--- config.mk ---
export PLATFORM = sky130hd
export DESIGN_NAME = eeprom_cmd_reg
export DESIGN_NICKNAME = d
export VERILOG_FILES = /design/src/eeprom_pkg.sv /design/src/eeprom_cmd_reg.sv
export VERILOG_INCLUDE_DIRS = /design/src /design/src/src
export SDC_FILE = /design/constraint.sdc
export NUM_CORES = 1
export LEC_CHECK = 0
export BUFFER_PORTS_ARGS = -buffer_cell sky130_fd_sc_hd__buf_2
export CAP_MARGIN = 20
export CORE_ASPECT_RATIO = 1.2
export CORE_MARGIN = 2
export CORE_UTILIZATION = 45
export DETAILED_ROUTE_END_ITERATION = 6
export PLACE_DENSITY = 0.91
export SYNTH_ARGS = -nofsm -noshare
export SYNTH_HDL_FRONTEND = slang
export SYNTH_SLANG_ARGS = --single-unit
--- constraint.sdc ---
create_clock -name CLK -period 4.5 [get_ports CLK]
set_input_delay 0.9 -clock CLK [delete_from_list [all_inputs] [get_ports CLK]]
set_output_delay 0.9 -clock CLK [all_outputs]
set_load 0.005 [all_outputs]
--- src/eeprom_config.svh ---
`ifndef EEPROM_CONFIG_SVH
`define EEPROM_CONFIG_SVH

// 2048 x 8 serial memory
`define EEPROM_ADDR_W   11
`define EEPROM_DATA_W   8
`define EEPROM_DEPTH    2048

`define EEPROM_DEV_CODE 4'b1010  // upper nibble of the control byte

`endif
--- src/eeprom_pkg.sv ---
package eeprom_pkg;

    // master sequence, one-hot
    typedef enum logic [10:0] {
        main_idle        = 11'b000_0000_0001,
        main_ready       = 11'b000_0000_0010,
        main_write_start = 11'b000_0000_0100,
        main_ctrl_write  = 11'b000_0000_1000,
        main_addr_write  = 11'b000_0001_0000,
        main_data_write  = 11'b000_0010_0000,
        main_read_start  = 11'b000_0100_0000,
        main_ctrl_read   = 11'b000_1000_0000,
        main_data_read   = 11'b001_0000_0000,
        main_stop        = 11'b010_0000_0000,
        main_ackn        = 11'b100_0000_0000
    } main_state_e;

    // steps of the start, stop and byte sub-sequences
    typedef enum logic [1:0] {
        seq_begin,
        seq_bit,
        seq_end
    } bit_state_e;

    typedef enum logic {
        op_write = 1'b0,
        op_read  = 1'b1
    } op_e;

    typedef enum logic [2:0] {
        sl_idle,
        sl_get_ctrl,
        sl_get_addr,
        sl_get_data,
        sl_send_data,
        sl_ack_out,
        sl_ack_in
    } slave_state_e;

endpackage

--- src/eeprom_cmd_reg.sv ---
`timescale 1ns/1ps
`include "eeprom_config.svh"

module eeprom_cmd_reg (
    input  logic                      CLK,
    input  logic                      RESET,
    input  logic                      wr,
    input  logic                      rd,
    input  logic [`EEPROM_ADDR_W-1:0] addr,
    input  logic [`EEPROM_DATA_W-1:0] wr_data,
    input  logic                      done,
    input  logic [`EEPROM_DATA_W-1:0] rx_byte,
    output logic                      busy,
    output logic                      ack,
    output logic [`EEPROM_DATA_W-1:0] rd_data,
    output logic                      go,
    output eeprom_pkg::op_e           op,
    output logic [`EEPROM_ADDR_W-1:0] cmd_addr,
    output logic [`EEPROM_DATA_W-1:0] cmd_data
);

    logic accept;
    logic done_q;

    // exactly one strobe, and only while idle
    assign accept = (wr ^ rd) & ~busy;

    always_ff @(posedge CLK) begin
        if (RESET) begin
            busy    <= 1'b0;
            go      <= 1'b0;
            done_q  <= 1'b0;
            ack     <= 1'b0;
            rd_data <= '0;
        end else begin
            go     <= accept;
            done_q <= done;
            ack    <= done_q;  // one cycle behind the busy drop
            if (accept) begin
                busy <= 1'b1;
            end else if (done) begin
                busy <= 1'b0;
            end
            if (done && op == eeprom_pkg::op_read) begin
                rd_data <= rx_byte;
            end
        end
    end

    // operands stay put until the next accepted request
    always_ff @(posedge CLK) begin
        if (accept) begin
            op       <= rd ? eeprom_pkg::op_read : eeprom_pkg::op_write;
            cmd_addr <= addr;
            cmd_data <= wr_data;
        end
    end

    a_no_dual_strobe: assert property (@(posedge CLK) disable iff (RESET)
        !(wr && rd));

    // the master only finishes a transfer that was started here
    a_done_while_busy: assert property (@(posedge CLK) disable iff (RESET)
        done |-> busy);

endmodule

# == Word level (Yosys, flattened, before mapping) ==
# Cells that the tools add are included.
# totals
regBits,32
out_inout_bits,31
elab_cells,16
input_bits,32
# classes
n_reduce_logical,2
n_mux,3
bitwise,3
# op_table
operator,n
1-bit 2-to-1 mux,3
2-bit nonzero test,1
1-bit AND,1
1-bit logical AND,1
1-bit NOT,1
1-bit bitwise XOR,1

# == Longest topological paths before layout ==
# depth
depth_word,3
ltp_mapped,4
ltp_nobuf,2

# == Worst setup path before layout ==
# No wires, ideal clock.
# synth_timing
path_kind,input to register
start,input wr
end,"register cmd_addr[0], enable pin"
n_path_buf,0
t_arrival_ns,1.928
stages,2
setup_slack_ns,2.175
setup_time_ns,0.397
required_time_ns,4.103
path_cell_list,xnor2_1 nor2_1
# synth_between
elab_chain_len,2
# synth_lines
item,line,source
from (decl),eeprom_cmd_reg.sv:7,"input logic wr,"
1-bit bitwise XOR,eeprom_cmd_reg.sv:26,assign accept = (wr ^ rd) & ~busy;
1-bit AND,eeprom_cmd_reg.sv:26,
via accept,eeprom_cmd_reg.sv:22,logic accept;
to (signal assigned),eeprom_cmd_reg.sv:54,cmd_addr <= addr;
to (decl),eeprom_cmd_reg.sv:18,"output logic [`EEPROM_ADDR_W-1:0] cmd_addr,"
# The timed path passes the listed nets, and every way through them passes these cells.
# A chain may end at the register's enable or synchronous reset.

# == Final worst setup path ==
# layout_timing
start,register op
end,output op
# layout_lines
item,line,source
from (decl),eeprom_cmd_reg.sv:17,"output eeprom_pkg::op_e op,"
from (signal assigned),eeprom_cmd_reg.sv:53,op <= rd ? eeprom_pkg::op_read : eeprom_pkg::op_write;
# No word-level cell between the ends.

==> flow_summary_export.csv <==
group,metric,value,unit
run_status,outcome,"complete, no violations",
floorplan,die-width,49.4,um
grt,grt_util_met3,7.61,%
timing,final_min_period_over_clock_period,46.7,%
critical_path,worstPathArrival,1200,ps
finish,final_cell_area,1470,um^2
finish,area.sequential,841,um^2
grt,routing_usage_on_met1,13.9,%
drt,drt_iter0_drc,9,
floorplan,effective_utilization_at_floorplan,47.7,%
timing,setup_repair_after_global_routing_missed_its_margin,"false",
critical_path,worst-r2r-cell-count,2,
finish,layout-area-overhead-vs-synth,32.5,%
floorplan,core.rowCount,19,
drt,via_count,764,
clock_network,cts_root_buffer,"sky130_fd_sc_hd__clkbuf_4",
critical_path,required,3600,ps
place,place.gp.congestion,0.612,
power_and_ir_drop,power.density_cell_area,385,nW/um^2
critical_path,criticalPathCategory,"flop to output port",
place,detailedPlacementHpwl,1510,um
clock_network,postCtsSetupRepairBufs,0,
grt,antenna_violations_before_repair,0,
timing,achievable-frequency,476,MHz
place,io_buf_count,62,
worst_hold_path,worstHoldPathCells,1,
clock_network,htreeDepth,2,
grt,first_global_vias,708,
finish,num_antenna_cells,0,
synth,syn_area,1110,um^2
drt,drcViolationCount,0,
grt,groute.usage.overall,15.0,%
timing,report.final.hold_viol_count,0,
clock_network,cts_made_buffers,5,
synth,syn-num-nets,101,
finish,final_core_util,63.3,%
critical_path,path_cells,"buf_2",
critical_path,timing.critical_path.max_delay_family,"flip-flops",
finish,mostFrequentLayoutCells,"sky130_fd_sc_hd__buf_2, sky130_fd_sc_hd__edfxtp_1, sky130_fd_sc_hd__dfxtp_1",
synth,syn-mean-instance-area,16.1,um^2
drt,via_per_inst,4.60,
synth,synth-seq-area-share,75.6,%
critical_path,max_fanout_on_critical_path,17,
place,dp_area,1420,um^2
timing,fin_setup_tns,0,ps
synth,postSynthRegisterBits,32,
grt,gr-total-overflow,0,
timing,worst_hold_slack,464,ps
worst_hold_path,timing.hold.worst.class,"flop to flop",
clock_network,worstSkewPairLatency,310,ps
critical_path,r2r_slack,3390,ps
power_and_ir_drop,power.leakage,0.656,nW
finish,layout-drive-gt1-share,57.8,%
timing,worstMarginPinSlew,507,ps
timing,slew-limit-headroom,66.2,%
synth,synth_cells,69,
finish,nNetsFinal,166,
synth,synth_cell_type_count,16,
critical_path,critical_path.n_buffers_inverters,1,
critical_path,critical-path-max-stage-delay,670,ps
grt,grt_first_pass_wirelength,3010,um
timing,timing.clock.skew,10.1,ps
floorplan,die_y,58.5,um
run,max_cap_violations,0,
drt,drtPass1Iterations,4,
place,pre_cts_slack,2570,ps
finish,multi_input_comb_area,214,um^2
clock_network,worst_setup_hold_path_clk_slew,90,ps
clock_network,cts_tree,"yes",
grt,gr_busiest_metal,"met2",
power_and_ir_drop,vdd_drop_max,0.000276,V
grt,grt_max_degree,20,
drt,drt-wirelength-per-cell,12.1,um
critical_path,worst_path_max_delay_cell,"sky130_fd_sc_hd__edfxtp_1",
floorplan,floorplan.core_area,2330,um^2
timing,layout_setup_ws,2400,ps
timing,finalSetupViolCount,0,
finish,mostFrequentLayoutCell,"sky130_fd_sc_hd__buf_2",
critical_path,cp-end-kind,"output port",
synth,yosys_warnings,0,
drt,drt-total-wl,2000,um
clock_network,clkSinkCount,32,
finish,layout.filler_cells,208,
clock_network,ctsHoldBuffers,0,
timing,max_slew_violation_count,0,
drt,antenna_violating_nets_post_route,0,
critical_path,critical_path_depth,1,
clock_network,cts_resized,0,
floorplan,io_pins,63,
critical_path,worstSetupStartpointType,"flop",
timing,final.min_clock_period,2100,ps
floorplan,floorplan.die_area,2890,um^2
clock_network,clock_path_buffers,2,
grt,gr-usage-met2,26.3,%
sequential cells by signal (all words and copies together) (netlist names):
| register | cells |
|---|---|
| busy | 1 |
| cmd_data | 8 |
| ack | 1 |
| op | 1 |
| rd_data | 8 |
| cmd_addr | 11 |
| done_q | 1 |
| go | 1 |
area by class of cell:
type / instances / area share (%)
sequential: 32 / 57.0
timing repair buffer: 63 / 21.6
multi-input combinational: 31 / 14.5
clock buffer: 8 / 3.99
tap: 31 / 2.63
inverter: 1 / 0.255
through the flow:
step	power, mW	cells
6_report	0.568	166
3_5_place_dp	0.416	158
4_1_cts	0.573	166
5_1_grt	0.592	166
3_3_place_gp	0.412	158
2_1_floorplan	0.383	69
Yosys cell counts:
| master | n | area share, % |
|---|---|---|
| sky130_fd_sc_hd__a21bo_1 | 2 | 1.8 |
| sky130_fd_sc_hd__a21bo_2 | 6 | 5.4 |
| sky130_fd_sc_hd__a21o_1 | 1 | 0.68 |
| sky130_fd_sc_hd__a21oi_1 | 6 | 2.7 |
| sky130_fd_sc_hd__a21oi_2 | 3 | 2.4 |
| sky130_fd_sc_hd__buf_2 | 1 | 0.45 |
| sky130_fd_sc_hd__buf_6 | 3 | 3.0 |
| sky130_fd_sc_hd__buf_8 | 1 | 1.3 |
| sky130_fd_sc_hd__dfxtp_1 | 12 | 22 |
| sky130_fd_sc_hd__edfxtp_1 | 20 | 54 |
| sky130_fd_sc_hd__inv_1 | 1 | 0.34 |
| sky130_fd_sc_hd__nand3_1 | 8 | 3.6 |
| sky130_fd_sc_hd__nor2_1 | 1 | 0.34 |
| sky130_fd_sc_hd__nor2b_1 | 2 | 1.1 |
| sky130_fd_sc_hd__nor3_1 | 1 | 0.45 |
| sky130_fd_sc_hd__xnor2_1 | 1 | 0.79 |
layer usage:
layer,wire [um],part of all wire [%],vias to the layer above
met3,137,6.8,4
met2,1080,54,35
met4,39,1.9,0
li1,-,-,380
met5,0,0,-
met1,747,37,345
cells by family after synthesis:
| family | count (synthesis) | synth area share (%) |
|---|---|---|
| buffers and inverters | 6 | 5.17 |
| and+or+nand+nor | 12 | 5.51 |
| AOI/OAI and AO/OA | 18 | 12.9 |
| DFF | 32 | 75.6 |
| xor gates and xnor gates | 1 | 0.788 |
path summary, 6_finish.rpt:
path                              from    endpoint
worst max register to register      op  rd_data[5]
worst max-delay path                op          op
worst min register to register  done_q         ack
worst min-delay path            done_q         ack
power by group:
part	internal, mW	switching, mW
sequential	0.337	0.00946
combinational	0.0316	0.0296
clock	0.0770	0.0830
(Power assumes the default switching activity.)
