===== config.mk =====
export PLATFORM = sky130hd
export DESIGN_NAME = eeprom_wr
export DESIGN_NICKNAME = d
export VERILOG_FILES = /design/src/eeprom_pkg.sv /design/src/eeprom_wr.sv
export VERILOG_INCLUDE_DIRS = /design/src /design/src/src
export SDC_FILE = /design/constraint.sdc
export NUM_CORES = 1
export LEC_CHECK = 0
export BUFFER_PORTS_ARGS = -buffer_cell sky130_fd_sc_hd__buf_4
export CORE_ASPECT_RATIO = 0.7
export CORE_MARGIN = 3
export CORE_UTILIZATION = 52
export CTS_BUF_LIST = sky130_fd_sc_hd__clkbuf_16
export DETAILED_ROUTE_END_ITERATION = 8
export PLACE_DENSITY = 0.81
export SYNTH_ARGS = -nofsm -noshare
export SYNTH_HDL_FRONTEND = slang
export SYNTH_SLANG_ARGS = --single-unit
export TNS_END_PERCENT = 5

===== constraint.sdc =====
create_clock -name CLK -period 2.83 [get_ports CLK]
set_clock_uncertainty 0.15 [all_clocks]
set_input_delay 0.4245 -clock CLK [delete_from_list [all_inputs] [get_ports CLK]]
set_output_delay 0.4245 -clock CLK [all_outputs]
set_load 0.01 [all_outputs]

===== src/eeprom_config.svh =====
`ifndef EEPROM_CONFIG_SVH
`define EEPROM_CONFIG_SVH

// 2048 x 8 serial memory
`define EEPROM_ADDR_W   11
`define EEPROM_DATA_W   8
`define EEPROM_DEPTH    2048

`define EEPROM_DEV_CODE 4'b1010  // upper nibble of the control byte

`endif

===== src/eeprom_pkg.sv =====
package eeprom_pkg;

    // master sequence, one-hot
    typedef enum logic [10:0] {
        main_idle        = 11'b000_0000_0001,
        main_ready       = 11'b000_0000_0010,
        main_write_start = 11'b000_0000_0100,
        main_ctrl_write  = 11'b000_0000_1000,
        main_addr_write  = 11'b000_0001_0000,
        main_data_write  = 11'b000_0010_0000,
        main_read_start  = 11'b000_0100_0000,
        main_ctrl_read   = 11'b000_1000_0000,
        main_data_read   = 11'b001_0000_0000,
        main_stop        = 11'b010_0000_0000,
        main_ackn        = 11'b100_0000_0000
    } main_state_e;

    // steps of the start, stop and byte sub-sequences
    typedef enum logic [1:0] {
        seq_begin,
        seq_bit,
        seq_end
    } bit_state_e;

    typedef enum logic {
        op_write = 1'b0,
        op_read  = 1'b1
    } op_e;

    typedef enum logic [2:0] {
        sl_idle,
        sl_get_ctrl,
        sl_get_addr,
        sl_get_data,
        sl_send_data,
        sl_ack_out,
        sl_ack_in
    } slave_state_e;

endpackage


===== src/eeprom_wr.sv =====
`timescale 1ns/1ps
`include "eeprom_config.svh"

module eeprom_wr (
    input  logic                      CLK,
    input  logic                      RESET,
    input  logic                      go,
    input  eeprom_pkg::op_e           op,
    input  logic [`EEPROM_ADDR_W-1:0] cmd_addr,
    input  logic [`EEPROM_DATA_W-1:0] cmd_data,
    input  logic                      sda,
    output logic                      scl,
    output logic                      m_sda_low,
    output logic                      done,
    output logic [`EEPROM_DATA_W-1:0] rx_byte,
    output logic                      nack_err
);

    eeprom_pkg::main_state_e   main_state;
    eeprom_pkg::main_state_e   after_ack;
    eeprom_pkg::bit_state_e    sub_state;
    logic [2:0]                bit_cnt;
    logic [1:0]                head_buf;
    logic [1:0]                stop_buf;
    logic [`EEPROM_DATA_W-1:0] sh8out_buf;
    logic [`EEPROM_DATA_W-1:0] tx_byte;
    logic [`EEPROM_DATA_W-1:0] ctrl_byte;
    logic                      link_sda;
    logic                      link_head;
    logic                      link_write;
    logic                      link_stop;

    // scl moves on the falling CLK edge so every rising edge sees a steady level
    always_ff @(negedge CLK) begin
        if (RESET) begin
            scl <= 1'b0;
        end else begin
            scl <= ~scl;
        end
    end

    assign ctrl_byte = {`EEPROM_DEV_CODE, cmd_addr[`EEPROM_ADDR_W-1:`EEPROM_DATA_W],
                        main_state == eeprom_pkg::main_ctrl_read};

    // the link enables select which buffer owns the line
    assign m_sda_low = link_sda & ~((link_head & head_buf[1]) |
                                    (link_write & sh8out_buf[`EEPROM_DATA_W-1]) |
                                    (link_stop & stop_buf[1]));

    always_comb begin
        case (main_state)
            eeprom_pkg::main_addr_write: tx_byte = cmd_addr[`EEPROM_DATA_W-1:0];
            eeprom_pkg::main_data_write: tx_byte = cmd_data;
            default:                     tx_byte = ctrl_byte;
        endcase
    end

    always_comb begin
        case (main_state)
            eeprom_pkg::main_ctrl_write: after_ack = eeprom_pkg::main_addr_write;
            eeprom_pkg::main_addr_write:
                after_ack = (op == eeprom_pkg::op_read) ? eeprom_pkg::main_read_start
                                                        : eeprom_pkg::main_data_write;
            eeprom_pkg::main_ctrl_read:  after_ack = eeprom_pkg::main_data_read;
            default:                     after_ack = eeprom_pkg::main_stop;
        endcase
    end

    always_ff @(posedge CLK) begin
        if (RESET) begin
            main_state <= eeprom_pkg::main_idle;
            sub_state  <= eeprom_pkg::seq_begin;
            bit_cnt    <= '0;
            link_sda   <= 1'b0;
            link_head  <= 1'b0;
            link_write <= 1'b0;
            link_stop  <= 1'b0;
            done       <= 1'b0;
            nack_err   <= 1'b0;
        end else begin
            done     <= 1'b0;
            nack_err <= 1'b0;
            case (main_state)
                eeprom_pkg::main_idle: begin
                    link_sda   <= 1'b0;
                    link_head  <= 1'b0;
                    link_write <= 1'b0;
                    link_stop  <= 1'b0;
                    main_state <= eeprom_pkg::main_ready;
                end
                eeprom_pkg::main_ready: begin
                    if (go) begin
                        main_state <= eeprom_pkg::main_write_start;
                        sub_state  <= eeprom_pkg::seq_begin;
                    end
                end
                eeprom_pkg::main_write_start, eeprom_pkg::main_read_start: begin
                    if (sub_state == eeprom_pkg::seq_begin && !scl) begin
                        head_buf   <= 2'b10;  // line high first
                        link_head  <= 1'b1;
                        link_write <= 1'b0;
                        link_sda   <= 1'b1;
                        sub_state  <= eeprom_pkg::seq_bit;
                    end else if (sub_state != eeprom_pkg::seq_begin && scl) begin
                        head_buf   <= {head_buf[0], 1'b0};  // falls while scl high
                        main_state <= (main_state == eeprom_pkg::main_write_start) ?
                                      eeprom_pkg::main_ctrl_write : eeprom_pkg::main_ctrl_read;
                        sub_state  <= eeprom_pkg::seq_begin;
                    end
                end
                eeprom_pkg::main_ctrl_write, eeprom_pkg::main_addr_write,
                eeprom_pkg::main_data_write, eeprom_pkg::main_ctrl_read: begin
                    case (sub_state)
                        eeprom_pkg::seq_begin: begin
                            if (!scl) begin
                                sh8out_buf <= tx_byte;
                                link_head  <= 1'b0;
                                link_write <= 1'b1;
                                link_sda   <= 1'b1;
                                bit_cnt    <= 3'd7;
                                sub_state  <= eeprom_pkg::seq_bit;
                            end
                        end
                        eeprom_pkg::seq_bit: begin
                            if (!scl && bit_cnt == 3'd0) begin
                                link_sda  <= 1'b0;  // let go for the ack bit
                                sub_state <= eeprom_pkg::seq_end;
                            end else if (!scl) begin
                                sh8out_buf <= {sh8out_buf[`EEPROM_DATA_W-2:0], 1'b0};
                                bit_cnt    <= bit_cnt - 3'd1;
                            end
                        end
                        default: begin
                            if (scl) begin
                                main_state <= sda ? eeprom_pkg::main_ackn : after_ack;
                                sub_state  <= eeprom_pkg::seq_begin;
                            end
                        end
                    endcase
                end
                eeprom_pkg::main_data_read: begin
                    case (sub_state)
                        eeprom_pkg::seq_begin: begin
                            if (!scl) begin
                                link_sda   <= 1'b0;
                                link_write <= 1'b0;
                                bit_cnt    <= 3'd7;
                                sub_state  <= eeprom_pkg::seq_bit;
                            end
                        end
                        eeprom_pkg::seq_bit: begin
                            if (scl) begin
                                rx_byte <= {rx_byte[`EEPROM_DATA_W-2:0], sda};
                                bit_cnt <= bit_cnt - 3'd1;
                                if (bit_cnt == 3'd0) begin
                                    sub_state <= eeprom_pkg::seq_end;
                                end
                            end
                        end
                        default: begin
                            if (!scl) begin  // no ack after the last byte
                                main_state <= eeprom_pkg::main_stop;
                                sub_state  <= eeprom_pkg::seq_begin;
                            end
                        end
                    endcase
                end
                eeprom_pkg::main_ackn: begin
                    if (!scl) begin
                        nack_err   <= 1'b1;
                        main_state <= eeprom_pkg::main_stop;
                        sub_state  <= eeprom_pkg::seq_begin;
                    end
                end
                eeprom_pkg::main_stop: begin
                    case (sub_state)
                        eeprom_pkg::seq_begin: begin
                            if (!scl) begin
                                stop_buf   <= 2'b01;  // hold low first
                                link_stop  <= 1'b1;
                                link_head  <= 1'b0;
                                link_write <= 1'b0;
                                link_sda   <= 1'b1;
                                sub_state  <= eeprom_pkg::seq_bit;
                            end
                        end
                        eeprom_pkg::seq_bit: begin
                            if (scl) begin
                                stop_buf  <= {stop_buf[0], 1'b0};  // rises while scl high
                                sub_state <= eeprom_pkg::seq_end;
                            end
                        end
                        default: begin
                            if (!scl) begin
                                link_sda   <= 1'b0;
                                link_stop  <= 1'b0;
                                done       <= 1'b1;
                                main_state <= eeprom_pkg::main_idle;
                                sub_state  <= eeprom_pkg::seq_begin;
                            end
                        end
                    endcase
                end
                default: main_state <= eeprom_pkg::main_idle;
            endcase
        end
    end

    a_main_onehot: assert property (@(posedge CLK) disable iff (RESET)
        $onehot(main_state));

    // data moves only in the scl low half, start and stop excepted
    a_sda_timing: assert property (@(posedge CLK) disable iff (RESET)
        $changed(m_sda_low) |-> !$past(scl) ||
            $past(main_state) inside {eeprom_pkg::main_write_start,
                                      eeprom_pkg::main_read_start, eeprom_pkg::main_stop});

endmodule


Word-level counts from Yosys, hierarchy flattened:

Cells that the tools add are included.

* bitwise logic cells: 11
* muxes and demuxes: 61
* equality and inequality tests: 43
* $add $sub $neg: 1
* reduce and logical (&&, ||, !) cells: 33

Operators by type and width (number)
* $mux 11: 10
* $pmux 11 s7: 1
* $ne 2x2->1 const B: 19
* $mux 8: 4
* $pmux 8 s2: 2
* $pmux 10 s3: 1
* $ne 3x3->1 const B: 9
* $mux 2: 12
* $reduce_and 6->1: 4
* $pmux 3 s2: 3
* $pmux 2 s2: 4
* $reduce_and 8->1: 2
* $mux 3: 4
* $pmux 2 s6: 1
* $eq 11x1->1 const B: 1
* $eq 11x10->1 const B: 1
* $eq 11x11->1 const B: 1
* $eq 11x2->1 const B: 1
* $eq 11x3->1 const B: 1
* $eq 11x4->1 const B: 1
* $eq 11x5->1 const B: 1
* $eq 11x6->1 const B: 1
* $eq 11x7->1 const B: 1
* $eq 11x8->1 const B: 1
* 29 further kinds: 63

* word-level logic and storage cells: 163
* flip-flop bits (word level): 42
* input bits: 24
* output and inout port bits: 12

Logic depth before layout (Yosys ltp):

* depth in word-level cells: 6
* depth in mapped cells: 9
* gate-level depth less buffers: 8

==> metrics.csv <==
metric,value,unit
postSynthCellCount,285,
cts_buffers,5,
dieArea,5812,sq um
wl_per_cell,18.32,um
avgSynthCellArea,8.978,sq um
ys.warnings.count,0,
synthMuxAreaShare,2.445,%
start_kind,flip-flop,
ys_types,61,
required,2850,ps
n_fill_cell,297,
worstPathMaxFanout,6,
final_cell_mix,"buf_4 (75), nor2_1 (24), dfxtp_1 (22)",
finalNonFillerCells,417,
cts_hold_buf,0,
crit_chain,"buf_4, nand3b_1, a31oi_2, o221ai_2, a211oi_2, mux2i_1, nor2_1",
antenna_found_initial,0,
finalPower,0.001536,W
layout_commonest_cell,buf_4,
ys_seq_elements,42,
synthArstFlopShare,0,%
slew_headroom,55.09,%
route.vias.total,2640,
vdd_drop_max,0.3179,mV
num_rows,20,
max_stage_delay,410,ps
grt.total_usage,26.27,%
synthXorXnorAreaFrac,2.054,%
synth.cell_area,2559,sq um
syn-num-nets,314,
violations,negative setup slack,
power_leakage,1.367,nW
drt_iter0_drc,281,
clk-insertion-delay-late,350,ps
globalRoute.totalOverflow,0,
grt_pass1_wl,12050,um
via_per_inst,6.331,
die_w,89.84,um
dp_hpwl,5273,um
holdCritPathClass,in2reg,
cts.clk_slew.worst_paths,60,ps
setup_ws,-520.6,ps
core-area,4529,sq um
hold_ws,205.3,ps
hold_viol,0,
grt_max_degree,23,
antenna_cells,0,
syn2layout_area_growth,37.02,%
rsz0062_at_grt,true,
synth_compound_area_share,22.00,%
powerDensity,438.2,nW/um^2
synthAdderAreaFrac,2.445,%
critical_path_arrival,3370,ps
cts.sinks,42,
path_class,reg2reg,
grt_pass1_vias,2377,
synth_edf_count,19,
wl,7639,um
initial_core_util,56.49,%
htree_num_levels,2,
setup_violations,38,
cts-root-buf,clkbuf_16,
worst_pin_slew,673.7,ps
fin_nets,379,
postLayoutCellArea,3506,sq um
dp.cells,405,
yosys.area_share.simple,24.35,%
io_buffers,35,
end_kind,flip-flop,
cts_tree,yes,
ios,36,
report.final.slew_viol_count,0,
drive_above_1_share,36.47,%
first_pass_iters,5,
routabilityCongestion,1.010,
drv_cap,0,
synth_ff_type,dfxtp_1,
finalSetupTns,-11070,ps
yosysSeqAreaShare,40.29,%
drc_errors,0,
ant_nets,0,
synth_top_family_by_area,simple AND/OR/NAND/NOR gates,
cts_max_path_buffers,2,
fp.dieH,64.69,um
critPathSlowestCell,dfxtp_4,
outcome,"complete, but fails checks",
placed_area,3161,sq um
## critical path, delay by kind of cell (launching register included)
family          cells  cell delay (ps)
compound gates      3              650
buf+inv             1              170
flops               1              410
mux                 1              230
simple gates        2              140
## power breakdown
part	switching, W	internal, W
logic	0.000149	0.000163
clock network	0.000235	0.000323
registers	0.0000231	0.000644
## synthesized netlist by cell type, types with 3 or more instances
| cell | number | area [sq um] |
|---|---|---|
| clkbuf_1 | 17 | 63.81 |
| or4_1 | 5 | 37.54 |
| and2_1 | 3 | 18.77 |
| a21oi_1 | 17 | 85.08 |
| ha_1 | 5 | 62.56 |
| nor4_1 | 6 | 37.54 |
| inv_1 | 15 | 56.30 |
| nand3_1 | 6 | 30.03 |
| a211oi_1 | 9 | 67.56 |
| mux2i_1 | 4 | 40.04 |
| nor2_1 | 25 | 93.84 |
| a31oi_1 | 8 | 50.05 |
| nor3_1 | 9 | 45.04 |
| xor2_1 | 5 | 43.79 |
| o2111ai_1 | 3 | 26.28 |
| and3_1 | 4 | 25.02 |
| edfxtp_1 | 19 | 570.6 |
| nor3b_1 | 4 | 30.03 |
| a21o_1 | 3 | 22.52 |
| dfxtp_1 | 23 | 460.4 |
| or2_2 | 4 | 25.02 |
| o21ai_0 | 5 | 25.02 |
| nand2_1 | 21 | 78.83 |
| nand3b_1 | 3 | 22.52 |
| a22oi_1 | 7 | 52.55 |
| or3_1 | 4 | 25.02 |
| nand4_1 | 3 | 18.77 |
| nand2b_1 | 4 | 25.02 |
## flip-flops by register name, indices dropped and copies added, names as in the netlist, 2 cells and up
signal      flops
sh8out_buf      8
stop_buf        2
rx_byte         8
sub_state       2
main_state     11
bit_cnt         3
## routing by layer
| layer | track usage, % | share of wire, % | vias up |
|---|---|---|---|
| met1 | 36.44 | 44 | 1255 |
| li1 | - | - | 1218 |
| met2 | 39.70 | 44 | 149 |
| met3 | 7.889 | 10 | 18 |
| met5 | 0 | 0 | - |
| met4 | 7.839 | 1.6 | 0 |
## worst paths after layout
check | cells after the start | start | endpoint | slack, ps
min reg2reg | 0 | rx_byte[4]$_DFFE_PP_ | rx_byte[5]$_DFFE_PP_ | 300
max reg2reg | 7 | scl$_SDFF_NP0_ | sub_state[0]$_SDFFE_PP0P_ | -520
min | 1 | sda | rx_byte[0]$_DFFE_PP_ | 210
max | 7 | scl$_SDFF_NP0_ | sub_state[0]$_SDFFE_PP0P_ | -520
## cell families (layout without fill, tap and decap cells)
| group | count (synthesis) | in the layout |
|---|---|---|
| multiplexers | 6 | 6 |
| adder cells (fa/ha/maj) | 5 | 5 |
| flip-flops | 42 | 42 |
| buffers and inverters | 38 | 104 |
| AO/OA/AOI/OAI | 76 | 76 |
| XOR/XNOR | 6 | 6 |
| AND/OR/NAND/NOR | 112 | 112 |
## metrics by stage
step | util (%) | setup WS [ps]
detailed placement | 69.78 | -495.1
floorplan | - | -419.6
global route | 77.40 | -638.8
finish | 77.40 | -520.6
global placement | 69.78 | -446.5
CTS | 75.39 | -472.3
## cell type report
cell class / instances / area [sq um] / area share, %
flip-flops and latches: 42 / 1035 / 29.51
inverters: 14 / 57.56 / 1.642
clock buffers: 5 / 125.1 / 3.569
clock inverters: 4 / 20.02 / 0.5710
repair buffers: 81 / 630.6 / 17.99
well taps: 66 / 82.58 / 2.355
multi-input cells: 205 / 1555 / 44.36
## timing repair
action,CTS,global route
setup endpoints to repair,38,39
pin swaps,9,5
setup buffers,3,1
resized for setup,19,14
hold endpoints to repair,0,0
cloned,0,0
(Power assumes the default switching activity.)
